**config.mk**
```make
export PLATFORM = sky130hd
export DESIGN_NAME = div_pipe
export DESIGN_NICKNAME = d
export VERILOG_FILES = /design/src/design/div_mode_pkg.sv /design/src/design/div_data_pkg.sv /design/src/design/div_operand_prep.sv /design/src/design/div_stage.sv /design/src/design/div_result_fix.sv /design/src/design/div_pipe.sv
export VERILOG_INCLUDE_DIRS = /design/src /design/src/design
export SDC_FILE = /design/constraint.sdc
export NUM_CORES = 1
export LEC_CHECK = 0
export ABC_AREA = 0
export BUFFER_PORTS_ARGS = -buffer_cell sky130_fd_sc_hd__buf_2
export CELL_PAD_IN_SITES_DETAIL_PLACEMENT = 0
export CELL_PAD_IN_SITES_GLOBAL_PLACEMENT = 2
export CORE_AREA = 2 2 292 294
export CTS_BUF_LIST = sky130_fd_sc_hd__clkbuf_4 sky130_fd_sc_hd__clkbuf_8 sky130_fd_sc_hd__clkbuf_16
export DETAILED_ROUTE_END_ITERATION = 10
export DIE_AREA = 0 0 294 296
export HOLD_SLACK_MARGIN = 0.1
export PLACE_DENSITY_LB_ADDON = 0.1
export SLEW_MARGIN = 10
export SYNTH_ARGS = -nofsm -noshare
export SYNTH_HDL_FRONTEND = slang
export SYNTH_SLANG_ARGS = --single-unit
```
**constraint.sdc**
```tcl
create_clock -name clk -period 11.3 [get_ports clk]
set_input_delay 1.13 -clock clk [delete_from_list [all_inputs] [get_ports clk]]
set_output_delay 1.13 -clock clk [all_outputs]
set_load 0.01 [all_outputs]
```
**src/design/div_macros.svh**
```systemverilog
`ifndef DIV_MACROS_SVH
`define DIV_MACROS_SVH

// ------------------------------------------------------------------------
// Operand widths
// ------------------------------------------------------------------------

// Dividend, also the quotient width
`define DIV_A_WIDTH 16

// Divisor, also the remainder width
`define DIV_B_WIDTH 16

// ------------------------------------------------------------------------
// Pipeline depth
// ------------------------------------------------------------------------

// Total stages, one less of them holds registered iterations
`define DIV_NUM_STAGES 5

`endif

```
**src/design/div_mode_pkg.sv**
```systemverilog
package div_mode_pkg;

  // Which operand lends its sign to the remainder
  typedef enum logic {
    REM_SIGN_DIVIDEND = 1'b0,
    REM_SIGN_DIVISOR  = 1'b1
  } rem_mode_e;

  // Per-operation control bits, fixed at the pipe entry
  typedef struct packed {
    logic      tc;
    rem_mode_e rem_mode;
    logic      a_sign;
    logic      b_sign;
    logic      div_zero;
    // Most negative dividend over minus one
    logic      ovf;
  } div_flags_t;

endpackage

```
**src/design/div_data_pkg.sv**
```systemverilog
`include "div_macros.svh"

package div_data_pkg;

  // Operand and result vectors
  typedef logic [`DIV_A_WIDTH-1:0] dividend_t;
  typedef logic [`DIV_A_WIDTH-1:0] quot_t;
  typedef logic [`DIV_B_WIDTH-1:0] divisor_t;
  typedef logic [`DIV_B_WIDTH-1:0] rem_t;

  // Partial remainder, extra msb holds the sign
  typedef logic [`DIV_B_WIDTH:0] psum_t;

  // Everything one stage hands to the next
  typedef struct packed {
    psum_t                    psum;
    dividend_t                dq;
    divisor_t                 b_mag;
    dividend_t                a_orig;
    logic                     valid;
    div_mode_pkg::div_flags_t flags;
  } div_payload_t;

  // Final answer
  typedef struct packed {
    quot_t quot;
    rem_t  rem;
    logic  divide_by_0;
  } div_result_t;

endpackage

```
**src/design/div_operand_prep.sv**
```systemverilog
`timescale 1ns/1ps
`include "div_macros.svh"

module div_operand_prep (
  input  div_data_pkg::dividend_t    a,
  input  div_data_pkg::divisor_t     b,
  input  logic                       tc,
  input  div_mode_pkg::rem_mode_e    rem_mode,
  input  logic                       in_valid,
  output div_data_pkg::div_payload_t payload
);

  logic                    a_neg;
  logic                    b_neg;
  div_data_pkg::dividend_t a_mag;
  div_data_pkg::divisor_t  b_mag;

  // Signs only matter for two's complement operations
  assign a_neg = tc & a[`DIV_A_WIDTH-1];
  assign b_neg = tc & b[`DIV_B_WIDTH-1];

  // Magnitudes feed the unsigned iteration core
  assign a_mag = a_neg ? (~a + 1'b1) : a;
  assign b_mag = b_neg ? (~b + 1'b1) : b;

  always_comb
  begin
    // Iterations start from a zero partial remainder
    payload.psum   = '0;
    payload.dq     = a_mag;
    payload.b_mag  = b_mag;
    payload.a_orig = a;
    payload.valid  = in_valid;

    payload.flags.tc       = tc;
    payload.flags.rem_mode = rem_mode;
    payload.flags.a_sign   = a_neg;
    payload.flags.b_sign   = b_neg;
    payload.flags.div_zero = (b == '0);
    // b of all ones is minus one only when signed, already implied by a_neg
    payload.flags.ovf      = a_neg && (a[`DIV_A_WIDTH-2:0] == '0) && (b == '1);
  end

endmodule

```
**src/design/div_stage.sv**
```systemverilog
`timescale 1ns/1ps
`include "div_macros.svh"

module div_stage #(
  parameter int NUM_ITER = 4
) (
  input  logic                       clk,
  input  logic                       rst_n,
  input  logic                       en,
  input  div_data_pkg::div_payload_t payload_in,
  output div_data_pkg::div_payload_t payload_out
);

  div_data_pkg::div_payload_t payload_nxt;

  // ------------------------------------------------------------------------
  // Non-restoring iterations
  // ------------------------------------------------------------------------

  always_comb
  begin
    div_data_pkg::psum_t     psum;
    div_data_pkg::dividend_t dq;
    div_data_pkg::psum_t     shifted;

    psum = payload_in.psum;
    dq   = payload_in.dq;
    for (int i = 0; i < NUM_ITER; i++)
    begin
      // Next dividend bit comes off the top of dq
      shifted = {psum[`DIV_B_WIDTH-1:0], dq[`DIV_A_WIDTH-1]};
      // Negative remainder adds the divisor back, otherwise subtract
      if (psum[`DIV_B_WIDTH])
        psum = shifted + {1'b0, payload_in.b_mag};
      else
        psum = shifted - {1'b0, payload_in.b_mag};
      // Quotient bit set when the new remainder is non-negative
      dq = {dq[`DIV_A_WIDTH-2:0], ~psum[`DIV_B_WIDTH]};
    end

    payload_nxt      = payload_in;
    payload_nxt.psum = psum;
    payload_nxt.dq   = dq;
  end

  // ------------------------------------------------------------------------
  // Stage register, stalled by en
  // ------------------------------------------------------------------------

  always_ff @(posedge clk)
  begin
    if (!rst_n)
      payload_out <= '0;
    else if (en)
      payload_out <= payload_nxt;
  end

  // A stalled cycle must not disturb anything held in the stage
  a_hold_on_stall: assert property (
    @(posedge clk) disable iff (!rst_n)
    !en |=> $stable(payload_out)
  );

endmodule

```
**src/design/div_result_fix.sv**
```systemverilog
`timescale 1ns/1ps
`include "div_macros.svh"

module div_result_fix (
  input  div_data_pkg::div_payload_t payload,
  output div_data_pkg::div_result_t  result,
  output logic                       out_valid
);

  div_mode_pkg::div_flags_t flags;
  div_data_pkg::psum_t      psum_fix;
  div_data_pkg::rem_t       rem_mag;
  div_data_pkg::rem_t       rem_trunc;
  div_data_pkg::rem_t       rem_signed;
  div_data_pkg::quot_t      quot_signed;
  div_data_pkg::quot_t      quot_zero;
  div_data_pkg::rem_t       rem_zero;

  assign flags = payload.flags;

  // ------------------------------------------------------------------------
  // Normal result
  // ------------------------------------------------------------------------

  // Last step can leave the remainder one divisor too low
  assign psum_fix = payload.psum[`DIV_B_WIDTH] ?
                    (payload.psum + {1'b0, payload.b_mag}) : payload.psum;
  assign rem_mag  = psum_fix[`DIV_B_WIDTH-1:0];

  // Quotient negative when the operand signs differ
  assign quot_signed = (flags.a_sign ^ flags.b_sign) ? (~payload.dq + 1'b1) : payload.dq;

  // Truncating remainder follows the dividend
  assign rem_trunc = flags.a_sign ? (~rem_mag + 1'b1) : rem_mag;

  always_comb
  begin
    rem_signed = rem_trunc;
    // Modulus, shift by one divisor when the signs disagree
    if ((flags.rem_mode == div_mode_pkg::REM_SIGN_DIVISOR) && (rem_mag != '0) &&
        (flags.a_sign != flags.b_sign))
      rem_signed = flags.b_sign ? (rem_mag - payload.b_mag) : (payload.b_mag - rem_mag);
  end

  // ------------------------------------------------------------------------
  // Special cases
  // ------------------------------------------------------------------------

  always_comb
  begin
    if (!flags.tc)
      quot_zero = '1;
    else if (flags.a_sign)
      quot_zero = {1'b1, {(`DIV_A_WIDTH-1){1'b0}}};
    else
      quot_zero = {1'b0, {(`DIV_A_WIDTH-1){1'b1}}};
  end

  // Dividend returned as remainder, sign extended when signed
  assign rem_zero = flags.tc ? div_data_pkg::rem_t'($signed(payload.a_orig)) :
                               div_data_pkg::rem_t'(payload.a_orig);

  always_comb
  begin
    result.divide_by_0 = flags.div_zero;
    if (flags.div_zero)
    begin
      result.quot = quot_zero;
      result.rem  = rem_zero;
    end
    else if (flags.ovf)
    begin
      result.quot = payload.a_orig;
      result.rem  = '0;
    end
    else
    begin
      result.quot = quot_signed;
      result.rem  = rem_signed;
    end
  end

  assign out_valid = payload.valid;

  // Flag raised at the pipe entry must still match the divisor carried along
  always_comb
  begin
    if (out_valid)
      a_div0_match: assert #0 (result.divide_by_0 == (payload.b_mag == '0));
  end

endmodule

```
**src/design/div_pipe.sv**
```systemverilog
`timescale 1ns/1ps
`include "div_macros.svh"

module div_pipe (
  input  logic                      clk,
  input  logic                      rst_n,
  input  logic                      en,
  input  logic                      in_valid,
  input  div_data_pkg::dividend_t   a,
  input  div_data_pkg::divisor_t    b,
  input  logic                      tc,
  input  div_mode_pkg::rem_mode_e   rem_mode,
  output logic                      out_valid,
  output div_data_pkg::div_result_t result
);

  // Registered iteration stages
  localparam int NUM_REG    = `DIV_NUM_STAGES - 1;
  localparam int BASE_ITER  = `DIV_A_WIDTH / NUM_REG;
  localparam int EXTRA_ITER = `DIV_A_WIDTH % NUM_REG;

  div_data_pkg::div_payload_t pipe [0:NUM_REG];

  div_operand_prep u_prep (
    .a        (a),
    .b        (b),
    .tc       (tc),
    .rem_mode (rem_mode),
    .in_valid (in_valid),
    .payload  (pipe[0])
  );

  // ------------------------------------------------------------------------
  // Iteration stages, leftover bits go to the first few
  // ------------------------------------------------------------------------

  for (genvar s = 0; s < NUM_REG; s++)
  begin : g_stage
    localparam int ITERS = BASE_ITER + ((s < EXTRA_ITER) ? 1 : 0);

    div_stage #(
      .NUM_ITER (ITERS)
    ) u_stage (
      .clk         (clk),
      .rst_n       (rst_n),
      .en          (en),
      .payload_in  (pipe[s]),
      .payload_out (pipe[s+1])
    );
  end

  div_result_fix u_fix (
    .payload   (pipe[NUM_REG]),
    .result    (result),
    .out_valid (out_valid)
  );

  a_valid_known: assert property (
    @(posedge clk) disable iff (!rst_n)
    !$isunknown(out_valid)
  );

endmodule

```
### Word level (Yosys, flattened, before mapping)

Index checks and enable logic that the tools add are counted.

| storage, ports and cells | value |
|---|---|
| register bits | 288 |
| input port bits | 38 |
| output and inout bits | 34 |
| logic and storage cells | 140 |

| cells by class | value |
|---|---|
| add/sub/neg operators | 38 |
| equality and inequality tests | 2 |
| muxes and demuxes | 26 |
| bitwise operators | 23 |
| reduce and logical (&&, ||, !) cells | 7 |

Operators by type and width:

| operator | number |
|---|---|
| 17-bit by 16-bit adder with 17-bit output | 15 |
| 17-bit 2-to-1 mux | 15 |
| 17-bit by 16-bit subtractor with 17-bit output | 15 |
| 16-bit 2-to-1 mux | 9 |
| 16-bit by 1-bit adder with 16-bit output, second input constant | 4 |
| 32-bit 2-to-1 mux | 2 |
| 16-bit inverter | 4 |
| 16-bit subtractor | 2 |
| 1-bit by 16-bit subtractor with 17-bit output | 1 |
| 16-bit adder | 1 |
| 16-bit == test, second input constant | 1 |
| 16-bit zero test | 1 |
| 1-bit inverter | 16 |
| 16-bit nonzero test | 1 |
| 15-bit zero test | 1 |
| 1-bit logical AND | 4 |
| 1-bit bitwise AND | 2 |
| 1-bit inequality test | 1 |
| 1-bit bitwise XOR | 1 |

### Logic depth before layout (Yosys ltp)

| depth | value |
|---|---|
| word-level depth | 11 |
| mapped depth | 56 |
| gate-level depth less buffers | 53 |

### Hierarchy

A second synthesis with hierarchy kept.

| unflattened totals | value |
|---|---|
| cell total of the unflattened synthesis | 3,946 |
| area total of the unflattened synthesis | 31,958.2 µm² |

Modules (own cells, without submodules):

| module | times used | cells each | area each (µm²) | seq. area each (µm²) |
|---|---|---|---|---|
| div_stage at g_stage[0].u_stage ... | 2 | 794 | 6,685.2 | 1,441.4 |
| div_stage at g_stage[3].u_stage | 1 | 819 | 6,859.1 | 1,441.4 |
| div_stage at g_stage[2].u_stage | 1 | 792 | 6,720.2 | 1,441.4 |
| div_result_fix | 1 | 579 | 3,882.5 | 0.0 |
| div_operand_prep | 1 | 168 | 1,126.1 | 0.0 |

### Least setup slack after synthesis

No wires, ideal clock.

| path | value |
|---|---|
| path kind | register to register |
| start | register g_stage[2].u_stage.payload_out[25] (netlist name) |
| end | register g_stage[3].u_stage.payload_out[71] (netlist name) |
| library setup time | 0.132 ns |
| arrival | 12.014 ns |
| required time | 11.168 ns |
| setup slack | -0.846 ns |
| cell stages (with the launch flop) | 51 |
| path buffers | 3 |
| period minus slack after synthesis | 12.146 ns |
| cells stage by stage | dfxtp_1 clkbuf_1 or3_1 or3_1 or3_1 or3_1 nor3_1 nor2_1 xor2_1 ha_1 a21oi_1 o21ai_0 a22oi_1 a211o_1 nand3_1 xnor2_1 o21ai_0 fa_1 [15 not listed] a211oi_1 a221oi_1 o21ai_0 a31oi_1 xnor2_1 xor2_1 mux2_2 fa_1 a211oi_1 o21bai_1 a31oi_1 o21ai_0 a221oi_1 a21oi_1 xor2_1 xnor2_1 xor2_1 a21oi_1 |

| between the ends | value |
|---|---|
| longest elaborated chain between the ends | 8 |
| elaborated cells on any way between the ends | 12 |
| those cells by class | add/sub: 8; mux: 4 |

RTL lines:

| item | RTL line | RTL |
|---|---|---|
| start, declared | div_stage.sv:11 | `output div_data_pkg::div_payload_t payload_out` |
| start signal, assigned | div_stage.sv:55 | `payload_out <= payload_nxt;` |
| 17-bit by 16-bit subtractor with 17-bit output / 17-bit by 16-bit adder with 17-bit output (equally long branches) | div_stage.sv:36, div_stage.sv:34 |  |
| 17-bit 2-to-1 mux | div_stage.sv:33 | `` if (psum[`DIV_B_WIDTH]) `` |
| 17-bit by 16-bit subtractor with 17-bit output / 17-bit by 16-bit adder with 17-bit output (equally long branches) | div_stage.sv:36, div_stage.sv:34 |  |
| 17-bit 2-to-1 mux | div_stage.sv:33 |  |
| 17-bit by 16-bit subtractor with 17-bit output / 17-bit by 16-bit adder with 17-bit output (equally long branches) | div_stage.sv:36, div_stage.sv:34 |  |
| 17-bit 2-to-1 mux | div_stage.sv:33 |  |
| 17-bit by 16-bit subtractor with 17-bit output / 17-bit by 16-bit adder with 17-bit output (equally long branches) | div_stage.sv:36, div_stage.sv:34 |  |
| 17-bit 2-to-1 mux * | div_stage.sv:33 |  |
| end signal, assigned | div_stage.sv:55 |  |
| end, declared | div_stage.sv:11 |  |

Every way passes the cells marked *; elsewhere a longest branch is shown, timed or not.
A chain may end at the register's enable or synchronous reset.

### Worst setup path in the final report

| path | value |
|---|---|
| start | register g_stage[2].u_stage.payload_out[23] (netlist name) |
| end | register g_stage[3].u_stage.payload_out[71] (netlist name) |

The elaborated chain is that of the path after synthesis.

==> flow_metrics.env <==
export IMPL_worstSetupStartpointType="register"
export IMPL_cts_htree_levels=2
export IMPL_cts_made_buffers=37
export IMPL_cts_buffer_depth=3
export IMPL_grt_ovfl_total=0
export IMPL_synth_async_sr_flop_share=0
export IMPL_rsz0062_at_grt="true"
export IMPL_ys_top_cells_by_area="dfxtp_1 (19%), ha_1 (12%), xnor2_1 (8.4%)"
export IMPL_start_util=0.355
export IMPL_grt_pass1_wl_um=155000
export IMPL_syn_inst=3717
export IMPL_drtAntennaViolNets=0
export IMPL_hpwl_um=79500
export IMPL_crit_fanout=8
export IMPL_crit_path_top_delay_cell="a211o_1"
export IMPL_wl_met2_um=49200
export IMPL_drtIter0Drc=1215
export IMPL_tightest_slew_ns=1.11
export IMPL_die_area_um2=87000
export IMPL_post_route_util=0.450
export IMPL_cp_arrival_ns=11.46
export IMPL_critPathRequiredTime_ns=11.69
export IMPL_hold_buffers=0
export IMPL_num_antenna_cells=0
export IMPL_status="finished clean"
export IMPL_io_pins=72
export IMPL_grt_max_degree=119
export IMPL_clock_sinks=285
export IMPL_maxUsedRoutingLayer="met5"
export IMPL_min_path_type="reg -> reg"
export IMPL_timing_final_hold_violations=0
export IMPL_finalSetupViolations=0
export IMPL_first_pass_iters=5
export IMPL_place_congestion=0.894
export IMPL_grt_usage=0.223
export IMPL_drc=0
export IMPL_syn_area_per_cell_um2=8.04
export IMPL_drt_wl_total_um=99600
export IMPL_placementRows=107
export IMPL_yosysSeqAreaShare=0.191
export IMPL_yosysTopAreaCell="dfxtp_1"
export IMPL_max_slew_margin=0.261
export IMPL_period_share=0.980
export IMPL_worstSetupEndpointType="register"
export IMPL_die_h_um=296
export IMPL_grt_pass1_vias=27900
export IMPL_synth_edf_count=0
export IMPL_syn_nets=4068
export IMPL_wl_met3_um=2380
export IMPL_wl_met1_um=45100
export IMPL_ys_warn_count=0
export IMPL_drive_above_1_share=0.227
export IMPL_via_per_inst=5.23
export IMPL_period_minus_slack_ns=11.07
export IMPL_drt_wirelength_per_cell_um=18.6
export IMPL_clk_latency_ns=0.56
export IMPL_cts_reportedPaths_clkPinSlew_ns=0.06
export IMPL_antenna_found_initial=1
export IMPL_max_clock_freq_ghz=0.0903
export IMPL_largest_reg_flops=285
export IMPL_core_area_um2=84200
export IMPL_max_stage_delay_ns=0.39
export IMPL_synth_top_area_share=0.191
export IMPL_path_class="reg -> reg"
export IMPL_finalMaxSlewViolations=0
export IMPL_die_w_um=294
export IMPL_top_regs="g_stage.u_stage.payload_out: 285 flops"
export IMPL_final_nets=4588
export IMPL_vias=28000
export IMPL_ys_ff_latch=285
export IMPL_synth_area_um2=29900
export IMPL_skew_ns=0.0332
export IMPL_io_buffer_count=71
export IMPL_synth_ff_type="dfxtp_1"
export IMPL_synthDistinctLibCells=103
export IMPL_ctsRootBufferMaster="clkbuf_16"
export IMPL_regMostFlops="g_stage.u_stage.payload_out"
export IMPL_cts_tree="yes"
export IMPL_maxCapViolCount=0
export IMPL_syn_to_final_growth_pct=26.7
-- cell usage in the layout (no fill, tap or decap), drive strengths merged, types with 10 or more instances in the layout --
master,netlist,final
clkbuf,108,53
mux2,10,10
xor2,197,197
nand2b,58,58
nand4,20,20
buf,70,656
a21boi,13,13
fa,18,18
a211o,12,12
a211oi,29,29
nand2,238,238
nor3,108,108
xnor2,290,290
nor4,21,21
a22o,19,19
o211ai,24,24
o31ai,22,22
mux2i,245,245
nor2b,276,276
dfxtp,285,285
or3,47,47
a21oi,223,223
a31oi,23,23
nor3b,10,10
o211a,32,32
and3,22,22
o21bai,37,37
o21ai,161,161
or2,19,19
o21a,46,46
inv,125,128
a21o,82,82
nor2,316,316
nand3,57,57
ha,295,295
and2,17,17
-- final cells by class --
class                           instances  area (um^2)
Clock inverter                         13          183
Timing Repair Buffer                  659         4950
Clock buffer                           50         1080
Inverter                              126          473
Multi-Input combinational cell       3128        24100
Sequential cell                       285         5710
Fill cell                            8517        46300
Tap cell                             1090         1360
-- path summary, 6_finish.rpt --
kind,startpoint,to,slack [ns],cells past startpoint
worst max register to register,g_stage[2].u_stage.payload_out[23]$_SDFFE_PN0P_,g_stage[3].u_stage.payload_out[71]$_SDFFE_PN0P_,0.23,51
worst min-delay path,g_stage[0].u_stage.payload_out[44]$_SDFFE_PN0P_,g_stage[0].u_stage.payload_out[44]$_SDFFE_PN0P_,0.48,1
worst max-delay path,g_stage[2].u_stage.payload_out[23]$_SDFFE_PN0P_,g_stage[3].u_stage.payload_out[71]$_SDFFE_PN0P_,0.23,51
worst min register to register,g_stage[0].u_stage.payload_out[44]$_SDFFE_PN0P_,g_stage[0].u_stage.payload_out[44]$_SDFFE_PN0P_,0.48,1
-- routing by layer --
| metal | up-vias | track usage |
|---|---|---|
| met4 | 2 | 0.0686 |
| li1 | 14200 | - |
| met3 | 137 | 0.0210 |
| met1 | 13300 | 0.281 |
| met5 | - | 0 |
| met2 | 350 | 0.401 |
-- cells by family (layout without fill, tap and decap cells) --
logic type      count (synthesis)  count (layout)  share of synthesized area
flops                         285             285                      0.191
mux                           255             255                     0.0858
fa+ha+maj                     313             313                      0.136
buf+inv                       304             848                     0.0405
xor+xnor                      490             490                      0.147
compound gates                822             822                      0.186
simple gates                 1248            1248                      0.214
-- worst max-delay path: cells and delay by family (launching register included) --
kind,cells,cell delay [ns]
flip-flops,1,0.31
AND/OR/NAND/NOR,13,2.72
adder cells (fa/ha/maj),4,1.37
multiplexers,2,0.56
AO/OA/AOI/OAI,19,3.80
XOR/XNOR,9,1.48
buffers and inverters,4,0.65
-- stage by stage --
stage | instance area (um^2) | worst slack [ns] | TNS (ns) | hold WS, ns | std cells
global placement | 34900 | -0.821 | -4.71 | 0.469 | 5218
global route | 37900 | -0.432 | -2.56 | 0.510 | 5351
detailed placement | 34900 | -0.990 | -10.24 | 0.470 | 5218
finish | 37900 | 0.227 | 0 | 0.482 | 5351
CTS | 36600 | 0.000439 | 0 | 0.484 | 5301
floorplan | 30100 | -0.0195 | -0.0195 | 0.450 | 3717
-- synth_stat cells (104+ instances only) --
| cell | count |
|---|---|
| inv_1 | 125 |
| nor2_1 | 316 |
| clkbuf_1 | 108 |
| nor2b_1 | 276 |
| a21oi_1 | 223 |
| o21ai_0 | 159 |
| mux2i_1 | 245 |
| nor3_1 | 104 |
| xor2_1 | 196 |
| ha_1 | 295 |
| xnor2_1 | 285 |
| nand2_1 | 237 |
| dfxtp_1 | 285 |
-- timing repair --
action | 4_1_cts | 5_1_grt
buffers inserted | 20 | 51
gates resized for setup | 51 | 197
pin swaps | 40 | 136
cloned | 0 | 2
setup endpoints to repair | 23 | 44
Power is not shown: default switching activity piles up to over one toggle a cycle in this logic, so the estimate is an artifact.
